File: config.mk
export PLATFORM = sky130hd
export DESIGN_NAME = lc3b_frontend
export DESIGN_NICKNAME = d
export VERILOG_FILES = /design/src/logic/lc3b_types.sv /design/src/logic/lc3b_isa.sv /design/src/logic/bp.sv /design/src/logic/branch_resolve.sv /design/src/logic/decode_unit.sv /design/src/logic/fetch_unit.sv /design/src/logic/lc3b_frontend.sv
export VERILOG_INCLUDE_DIRS = /design/src /design/src/logic
export SDC_FILE = /design/constraint.sdc
export NUM_CORES = 1
export LEC_CHECK = 0
export BUFFER_PORTS_ARGS = -buffer_cell sky130_fd_sc_hd__buf_2
export CAP_MARGIN = 10
export CORE_MARGIN = 2
export CORE_UTILIZATION = 45
export DETAILED_ROUTE_END_ITERATION = 10
export PLACE_DENSITY = 0.71
export SLEW_MARGIN = 20
export SYNTH_ARGS = -nofsm -noshare
export SYNTH_HDL_FRONTEND = slang
export SYNTH_SLANG_ARGS = --single-unit
export TNS_END_PERCENT = 20
File: constraint.sdc
create_clock -name clk -period 5.9 [get_ports clk]
set_input_delay 0.295 -clock clk [delete_from_list [all_inputs] [get_ports clk]]
set_output_delay 0.295 -clock clk [all_outputs]
set_load 0.03 [all_outputs]
File: src/logic/lc3b_defines.svh
`ifndef LC3B_DEFINES_SVH
`define LC3B_DEFINES_SVH

// width of the PC, instruction addresses and data words.
`define LC3B_WORD_WIDTH 16

// address of the first instruction fetched after reset.
`define LC3B_RESET_PC 16'h0000

// pcmux select codes, shared by the predictor, fetch and resolve.
`define PCMUX_NEXT   2'b00 // sequential pc + 2.
`define PCMUX_BRANCH 2'b01 // pc-relative target of BR or JSR.
`define PCMUX_BASER  2'b10 // base register value for JMP.
`define PCMUX_TRAP   2'b11 // trap vector table entry.

`endif

File: src/logic/lc3b_types.sv
package lc3b_types;

`include "lc3b_defines.svh"

	// the sixteen LC-3b opcodes, encoded as in instruction bits [15:12].
	typedef enum logic [3:0] {
		op_br   = 4'b0000,
		op_add  = 4'b0001,
		op_ldb  = 4'b0010,
		op_stb  = 4'b0011,
		op_jsr  = 4'b0100,
		op_and  = 4'b0101,
		op_ldr  = 4'b0110,
		op_str  = 4'b0111,
		op_rti  = 4'b1000,
		op_not  = 4'b1001,
		op_ldi  = 4'b1010,
		op_sti  = 4'b1011,
		op_jmp  = 4'b1100,
		op_shf  = 4'b1101,
		op_lea  = 4'b1110,
		op_trap = 4'b1111
	} lc3b_opcode;

	// control word carried from decode into the resolve stage.
	typedef struct packed {
		lc3b_opcode opcode;
		logic [`LC3B_WORD_WIDTH-1:0] pc; // address of the instruction itself.
		logic [2:0] nzp;
		logic predicted_branch;
		logic valid;
	} lc3b_control_word;

endpackage : lc3b_types

File: src/logic/lc3b_isa.sv
package lc3b_isa;

	// conditional branch: BRnzp pcoffset9.
	typedef struct packed {
		lc3b_types::lc3b_opcode opcode;
		logic [2:0] nzp;
		logic [8:0] pcoffset9;
	} lc3b_br_t;

	// register-indirect jump, also RET when baser is R7.
	typedef struct packed {
		lc3b_types::lc3b_opcode opcode;
		logic [2:0] unused_hi;
		logic [2:0] baser;
		logic [5:0] unused_lo;
	} lc3b_jmp_t;

	// subroutine call with a long pc-relative offset.
	typedef struct packed {
		lc3b_types::lc3b_opcode opcode;
		logic long_flag; // set for JSR, clear for JSRR.
		logic [10:0] pcoffset11;
	} lc3b_jsr_t;

	// system call through the trap vector table.
	typedef struct packed {
		lc3b_types::lc3b_opcode opcode;
		logic [3:0] unused;
		logic [7:0] trapvect8;
	} lc3b_trap_t;

	// one instruction word, read through whichever format its opcode implies.
	typedef union packed {
		lc3b_br_t br_fmt;
		lc3b_jmp_t jmp_fmt;
		lc3b_jsr_t jsr_fmt;
		lc3b_trap_t trap_fmt;
	} lc3b_instr;

endpackage : lc3b_isa

File: src/logic/bp.sv
`timescale 1ns/10ps

`include "lc3b_defines.svh"

module bp (
	input logic clk,
	input lc3b_types::lc3b_control_word incoming_control_word,
	input lc3b_types::lc3b_control_word outgoing_control_word,
	input logic branch_enable,
	input logic incoming_valid_branch,
	input logic outgoing_valid_branch,
	input logic [1:0] outgoing_pcmux_sel,

	output lc3b_types::lc3b_control_word if_control_word,
	output logic [1:0] pcmux_sel,
	output logic flush,
	output logic bp_miss,
	output logic stall
);

	import lc3b_types::*;

	logic ex_redirect;

	always_comb begin
		if_control_word = incoming_control_word;

		// the word entering resolve is looked at by its own opcode.
		case (outgoing_control_word.opcode)
			op_br: begin
				// a taken branch that was guessed not taken is a miss.
				ex_redirect = outgoing_valid_branch && branch_enable &&
					!outgoing_control_word.predicted_branch;
			end
			op_jmp, op_jsr, op_trap: begin
				ex_redirect = outgoing_valid_branch; // always a miss under not-taken.
			end
			default: begin
				ex_redirect = 1'b0;
			end
		endcase

		// decode side: every transfer is guessed not taken.
		case (incoming_control_word.opcode)
			op_br: begin
				if_control_word.predicted_branch = 1'b0;
				stall = 1'b0;
			end
			op_jmp, op_jsr, op_trap: begin
				if_control_word.predicted_branch = 1'b0;
				stall = incoming_valid_branch; // hold fetch until the target is known.
			end
			default: begin
				stall = 1'b0;
			end
		endcase

		// An instruction squashed by an older redirect must not hold fetch.
		if (ex_redirect)
			stall = 1'b0;

		flush = ex_redirect;
		bp_miss = ex_redirect; // every redirect means the guess was wrong.
		pcmux_sel = ex_redirect ? outgoing_pcmux_sel : `PCMUX_NEXT;
	end

endmodule : bp

File: src/logic/branch_resolve.sv
`timescale 1ns/10ps

`include "lc3b_defines.svh"

module branch_resolve (
	input logic clk,
	input logic reset,
	input logic flush,
	input lc3b_types::lc3b_control_word if_control_word,
	input lc3b_isa::lc3b_instr id_instr,
	input logic [2:0] cc_nzp,
	input logic [`LC3B_WORD_WIDTH-1:0] reg_rdata,
	output lc3b_types::lc3b_control_word outgoing_control_word,
	output logic outgoing_valid_branch,
	output logic branch_enable,
	output logic [1:0] outgoing_pcmux_sel,
	output logic [2:0] reg_addr,
	output logic [`LC3B_WORD_WIDTH-1:0] branch_target,
	output logic [`LC3B_WORD_WIDTH-1:0] baser_value,
	output logic [`LC3B_WORD_WIDTH-1:0] trap_target,
	output logic ex_valid,
	output lc3b_types::lc3b_opcode ex_opcode,
	output logic [`LC3B_WORD_WIDTH-1:0] ex_pc
);

	import lc3b_types::*;
	import lc3b_isa::*;

	lc3b_control_word ex_cw;
	lc3b_instr ex_instr;
	logic ex_valid_q;
	logic [`LC3B_WORD_WIDTH-1:0] ex_pc_plus2;
	logic [`LC3B_WORD_WIDTH-1:0] offset9_ext;
	logic [`LC3B_WORD_WIDTH-1:0] offset11_ext;

	// ID/EX register. flush drops whatever decode holds.
	always_ff @(posedge clk) begin
		if (reset || flush) begin
			ex_valid_q <= 1'b0;
		end else begin
			ex_valid_q <= if_control_word.valid;
		end
	end

	always_ff @(posedge clk) begin
		ex_cw <= if_control_word;
		ex_instr <= id_instr;
	end

	always_comb begin
		outgoing_control_word = ex_cw;
		outgoing_control_word.valid = ex_valid_q;
	end

	assign outgoing_valid_branch = ex_valid_q;
	assign branch_enable = |(ex_cw.nzp & cc_nzp);

	// word offsets, sign extended and scaled to bytes.
	assign offset9_ext = {{6{ex_instr.br_fmt.pcoffset9[8]}}, ex_instr.br_fmt.pcoffset9, 1'b0};
	assign offset11_ext = {{4{ex_instr.jsr_fmt.pcoffset11[10]}},
		ex_instr.jsr_fmt.pcoffset11, 1'b0};
	assign ex_pc_plus2 = ex_cw.pc + `LC3B_WORD_WIDTH'd2;

	assign branch_target = ex_pc_plus2 +
		((ex_cw.opcode == op_jsr) ? offset11_ext : offset9_ext);
	assign trap_target = {7'b0, ex_instr.trap_fmt.trapvect8, 1'b0};
	assign reg_addr = ex_instr.jmp_fmt.baser;
	assign baser_value = reg_rdata; // register file answers in the same cycle.

	always_comb begin
		case (ex_cw.opcode)
			op_br, op_jsr: outgoing_pcmux_sel = `PCMUX_BRANCH;
			op_jmp:        outgoing_pcmux_sel = `PCMUX_BASER;
			op_trap:       outgoing_pcmux_sel = `PCMUX_TRAP;
			default:       outgoing_pcmux_sel = `PCMUX_NEXT;
		endcase
	end

	assign ex_valid = ex_valid_q;
	assign ex_opcode = ex_cw.opcode;
	assign ex_pc = ex_cw.pc;

endmodule : branch_resolve

File: src/logic/decode_unit.sv
`timescale 1ns/10ps

`include "lc3b_defines.svh"

module decode_unit (
	input logic clk,
	input logic reset,
	input logic stall,
	input logic flush,
	input logic [`LC3B_WORD_WIDTH-1:0] imem_addr,
	input lc3b_isa::lc3b_instr imem_rdata,
	output lc3b_isa::lc3b_instr id_instr,
	output lc3b_types::lc3b_control_word incoming_control_word,
	output logic incoming_valid_branch
);

	import lc3b_types::*;
	import lc3b_isa::*;

	logic [`LC3B_WORD_WIDTH-1:0] id_pc;
	logic id_valid;

	// IF/ID register. a stall or a flush turns the slot into a bubble.
	always_ff @(posedge clk) begin
		if (reset) begin
			id_valid <= 1'b0;
		end else begin
			id_valid <= !(flush || stall);
		end
	end

	always_ff @(posedge clk) begin
		id_instr <= imem_rdata;
		id_pc <= imem_addr;
	end

	always_comb begin
		incoming_control_word.opcode = id_instr.br_fmt.opcode; // same bits in every view.
		incoming_control_word.pc = id_pc;
		incoming_control_word.nzp = 3'b000;
		incoming_control_word.predicted_branch = 1'b0;
		incoming_control_word.valid = id_valid;
		if (id_instr.br_fmt.opcode == op_br)
			incoming_control_word.nzp = id_instr.br_fmt.nzp; // only BR carries a condition.
	end

	assign incoming_valid_branch = id_valid;

endmodule : decode_unit

File: src/logic/fetch_unit.sv
`timescale 1ns/10ps

`include "lc3b_defines.svh"

module fetch_unit (
	input logic clk,
	input logic reset,
	input logic [1:0] pcmux_sel,
	input logic stall,
	input logic flush,
	input logic [`LC3B_WORD_WIDTH-1:0] branch_target,
	input logic [`LC3B_WORD_WIDTH-1:0] baser_value,
	input logic [`LC3B_WORD_WIDTH-1:0] trap_target,
	output logic [`LC3B_WORD_WIDTH-1:0] imem_addr
);

	logic [`LC3B_WORD_WIDTH-1:0] pc;
	logic [`LC3B_WORD_WIDTH-1:0] pc_plus2;
	logic [`LC3B_WORD_WIDTH-1:0] redirect_pc;

	assign pc_plus2 = pc + `LC3B_WORD_WIDTH'd2;

	// the redirect target only matters while flush is high.
	always_comb begin
		case (pcmux_sel)
			`PCMUX_BRANCH: redirect_pc = branch_target;
			`PCMUX_BASER:  redirect_pc = baser_value;
			`PCMUX_TRAP:   redirect_pc = trap_target;
			default:       redirect_pc = pc_plus2;
		endcase
	end

	// flush wins over stall, since the stalled instruction is being squashed.
	always_ff @(posedge clk) begin
		if (reset) begin
			pc <= `LC3B_RESET_PC;
		end else if (flush) begin
			pc <= redirect_pc;
		end else if (!stall) begin
			pc <= pc_plus2;
		end
	end

	assign imem_addr = pc; // memory answers in the same cycle.

endmodule : fetch_unit

File: src/logic/lc3b_frontend.sv
`timescale 1ns/10ps

`include "lc3b_defines.svh"

module lc3b_frontend (
	input logic clk,
	input logic reset,
	input lc3b_isa::lc3b_instr imem_rdata,
	input logic [2:0] cc_nzp,
	input logic [`LC3B_WORD_WIDTH-1:0] reg_rdata,
	output logic [`LC3B_WORD_WIDTH-1:0] imem_addr,
	output logic [2:0] reg_addr,
	output logic flush,
	output logic stall,
	output logic bp_miss,
	output logic ex_valid,
	output logic [`LC3B_WORD_WIDTH-1:0] ex_pc,
	output lc3b_types::lc3b_opcode ex_opcode
);

	import lc3b_types::*;
	import lc3b_isa::*;

	// redirect path from resolve back to fetch.
	logic [1:0] pcmux_sel;
	logic [`LC3B_WORD_WIDTH-1:0] branch_target;
	logic [`LC3B_WORD_WIDTH-1:0] baser_value;
	logic [`LC3B_WORD_WIDTH-1:0] trap_target;

	// decode and resolve traffic through the predictor.
	lc3b_instr id_instr;
	lc3b_control_word incoming_control_word;
	lc3b_control_word if_control_word;
	lc3b_control_word outgoing_control_word;
	logic incoming_valid_branch;
	logic outgoing_valid_branch;
	logic branch_enable;
	logic [1:0] outgoing_pcmux_sel;

	fetch_unit fetch_i (
		.clk(clk),
		.reset(reset),
		.pcmux_sel(pcmux_sel),
		.stall(stall),
		.flush(flush),
		.branch_target(branch_target),
		.baser_value(baser_value),
		.trap_target(trap_target),
		.imem_addr(imem_addr)
	);

	decode_unit decode_i (
		.clk(clk),
		.reset(reset),
		.stall(stall),
		.flush(flush),
		.imem_addr(imem_addr),
		.imem_rdata(imem_rdata),
		.id_instr(id_instr),
		.incoming_control_word(incoming_control_word),
		.incoming_valid_branch(incoming_valid_branch)
	);

	bp bp_i (
		.clk(clk),
		.incoming_control_word(incoming_control_word),
		.outgoing_control_word(outgoing_control_word),
		.branch_enable(branch_enable),
		.incoming_valid_branch(incoming_valid_branch),
		.outgoing_valid_branch(outgoing_valid_branch),
		.outgoing_pcmux_sel(outgoing_pcmux_sel),
		.if_control_word(if_control_word),
		.pcmux_sel(pcmux_sel),
		.flush(flush),
		.bp_miss(bp_miss),
		.stall(stall)
	);

	branch_resolve resolve_i (
		.clk(clk),
		.reset(reset),
		.flush(flush),
		.if_control_word(if_control_word),
		.id_instr(id_instr),
		.cc_nzp(cc_nzp),
		.reg_rdata(reg_rdata),
		.outgoing_control_word(outgoing_control_word),
		.outgoing_valid_branch(outgoing_valid_branch),
		.branch_enable(branch_enable),
		.outgoing_pcmux_sel(outgoing_pcmux_sel),
		.reg_addr(reg_addr),
		.branch_target(branch_target),
		.baser_value(baser_value),
		.trap_target(trap_target),
		.ex_valid(ex_valid),
		.ex_opcode(ex_opcode),
		.ex_pc(ex_pc)
	);

endmodule : lc3b_frontend

==> flow_summary.ini <==
[status]
status = finished clean

[global_route]
grt_overflow_total = 0
grt_max_degree = 22
antenna_found_initial = 0
grt_pass1_wl_mm = 12.51
grt_use_total = 0.1842
grt_pass1_vias = 2572

[final_layout]
finalNetCount = 482
n_antenna_cell = 0
drive_gt1_frac = 0.2518
area_growth_pct = 12.73

[job]
drv_cap = 0

[yosys]
synth_cell_types = 58
synth_top_family_by_area = compound AO/OA/AOI/OAI gates
ys.flop_type = dfxtp_1
synth-compound-area-share = 0.1649
synth_area_um2 = 3665
synth-seq-cells = 84
synth-simple-area-share = 0.1413
ys_async_sr_fraction = 0
synth_seq_area_share = 0.4589
synthCells = 362
synthXorXnorAreaFrac = 0.04780
synth-edff-count = 0
muxShareOfSynthArea = 0.01127
synthAdderAreaFrac = 0.1011
synth_nets = 428
yosys_warnings = 0
avgSynthCellArea_um2 = 10.12

[timing]
final_hold_viol_count = 0
fin_tns_setup_ps = 0
slew_headroom = 0.4636
drv_slew = 0
rsz0062_at_grt = no
post-route-period-util = 0.5423
layout_min_cycle_time_ps = 3200
setup_viol = 0
fin_worst_skew_ps = 10.12
worst_pin_slew_ps = 804.4
fmax_mhz = 312.5

[die]
die_w_um = 94.25
start_util = 0.4694
rows = 32
die_area_um2 = 8882
coreArea_um2 = 7807
ioPinCount = 80
die_h_um = 94.25

[clock_tree]
cts_buffer_depth = 2
root_buffer = clkbuf_8
postCtsHoldBufs = 0
cts_resized = 0
path_clk_slew_ps = 80
cts_setup_buffers = 0
clock_latency_ps = 360
numClockSinks = 84
htree_levels = 3
tritoncts = yes
cts_inserted_buffers = 9

[drt]
post-route-drc-count = 0
drt_iter0_drc = 182
vias = 2773
drtAntennaViolNets = 0
routed_wirelength_mm = 7.938
wl_per_cell_um = 15.18
dr.pass1.iters = 5
vias_per_cell = 5.302

[setup_path]
cp_max_fo = 10
reg2reg_depth = 10
crit_type = reg2reg
startpoint_type = flop
required_ps = 6170
r2r-start = resolve_i.ex_opcode[2]$_DFF_P_
critPathCapture = fetch_i.imem_addr[15]$_SDFFE_PP0P_
rrSetupSlack_ps = 2700
end_kind = flop
path_cells = nor4b_4 > mux2i_1 > inv_1 > ha_1 > ha_1 > a21oi_1 > a21oi_1 > a2111o_1 > o21a_1 > a221oi_2
max_stage_delay_ps = 480
r2r_end = fetch_i.imem_addr[15]$_SDFFE_PP0P_
timing.critical_path.from = resolve_i.ex_opcode[2]$_DFF_P_
arrival_ps = 3470
slowest_stage = dfxtp_1

[power]
cellLeakagePower_nw = 1.873
peakVddDrop_mv = 0.1760
power_density_nw_per_um2 = 281.6
finalPower_mw = 1.164

[placement]
place_congestion = 0.8212
port_buffers = 79
hpwl_mm = 6.012

[min_path]
hp-class = in2reg
[per-stage QoR]
step / setup slack (ps) / utilization / cell area (um^2) / std cells / hold slack, ps
detailed placement: 2733 / 0.5051 / 3944 / 507 / 312.1
CTS: 2652 / 0.5292 / 4131 / 523 / 15.50
global placement: 2853 / 0.5051 / 3944 / 507 / 310.2
global route: 2453 / 0.5292 / 4131 / 523 / 9.983
finish: 2700 / 0.5292 / 4131 / 523 / 29.37
floorplan: 2996 / - / 3665 / 362 / 309.6
[sequential cells by signal, summed over array words and instances, names as in the netlist]
name and cells:
decode_i.id_instr 16, decode_i.id_pc 16, decode_i.incoming_valid_branch 1, fetch_i.imem_addr 16, resolve_i.ex_instr 11, resolve_i.ex_opcode 4
resolve_i.ex_pc 16, resolve_i.ex_valid 1, resolve_i.outgoing_control_word 3
[power breakdown]
group	total [mW]	switching [mW]	internal, mW	leakage (nW)
clock	0.380	0.195	0.185	0.0982
combinational	0.165	0.0988	0.0665	1.08
sequential	0.619	0.0232	0.595	0.693
[metal layers]
metal / routed length [um] / vias up / track usage
li1: - / 1400 / -
met1: 3607 / 1277 / 0.2328
met5: 0 / - / 0
met3: 505 / 14 / 0.06019
met2: 3688 / 82 / 0.2935
met4: 137 / 0 / 0.06643
[placed cells by master, fill, tap and decap left out, types with 6 or more instances in the layout]
master    instances
nand3_1           7
buf_2            79
ha_1             28
nor3_1            6
nor2_1           20
nand2_1          25
o21ai_0          14
a21oi_1          24
a221oi_1          7
xnor2_1          16
clkbuf_8         12
a211oi_1          7
inv_1             7
dfxtp_1          84
[cell families (layout without fill, tap and decap cells)]
| group | count (synthesis) | count (layout) |
|---|---|---|
| and+or+nand+nor | 95 | 95 |
| buffers and inverters | 44 | 103 |
| muxes | 4 | 4 |
| adders and majority gates | 29 | 29 |
| DFF | 84 | 84 |
| AOI/OAI and AO/OA | 86 | 86 |
| xor gates and xnor gates | 20 | 20 |
[worst max-delay path, delay by kind of cell (launching register included)]
family,cells,cell delay (ps)
fa+ha+maj,2,690
simple gates,1,350
mux,1,300
buf+inv,1,130
flops,1,480
compound gates,5,1170
[layout make-up]
| class | instances | area [um^2] |
|---|---|---|
| Fill cell | 741 | 3676 |
| Multi-Input combinational cell | 234 | 1709 |
| Sequential cell | 84 | 1682 |
| Timing Repair Buffer | 79 | 395.4 |
| Clock buffer | 12 | 165.2 |
| Tap cell | 102 | 127.6 |
| Inverter | 8 | 30.03 |
| Clock inverter | 4 | 22.52 |
[cells in the mapped netlist (6+ instances only)]
library cell	n	share of area
a211oi_1	7	0.014
a21oi_1	24	0.033
a221oi_1	7	0.017
buf_4	26	0.053
clkbuf_1	6	0.0061
dfxtp_1	84	0.46
ha_1	28	0.096
inv_1	7	0.0072
nand2_1	25	0.026
nand3_1	7	0.0096
nor2_1	20	0.020
nor3_1	6	0.0082
o21ai_0	14	0.019
xnor2_1	16	0.038
[how the worst min path moves through the flow]
stage,start,end,depth (start not counted)
final,imem_rdata[13],decode_i.id_instr[13]$_DFF_P_,1
after global routing,imem_rdata[13],decode_i.id_instr[13]$_DFF_P_,1
after CTS,imem_rdata[13],decode_i.id_instr[13]$_DFF_P_,1
after detailed placement,decode_i.id_instr[1]$_DFF_P_,resolve_i.ex_instr[1]$_DFF_P_,0
after global placement,decode_i.id_pc[0]$_DFF_P_,resolve_i.ex_pc[0]$_DFF_P_,0
after floorplan,decode_i.id_instr[0]$_DFF_P_,resolve_i.ex_instr[0]$_DFF_P_,0
No activity file was read; power rests on OpenSTA's default activity.
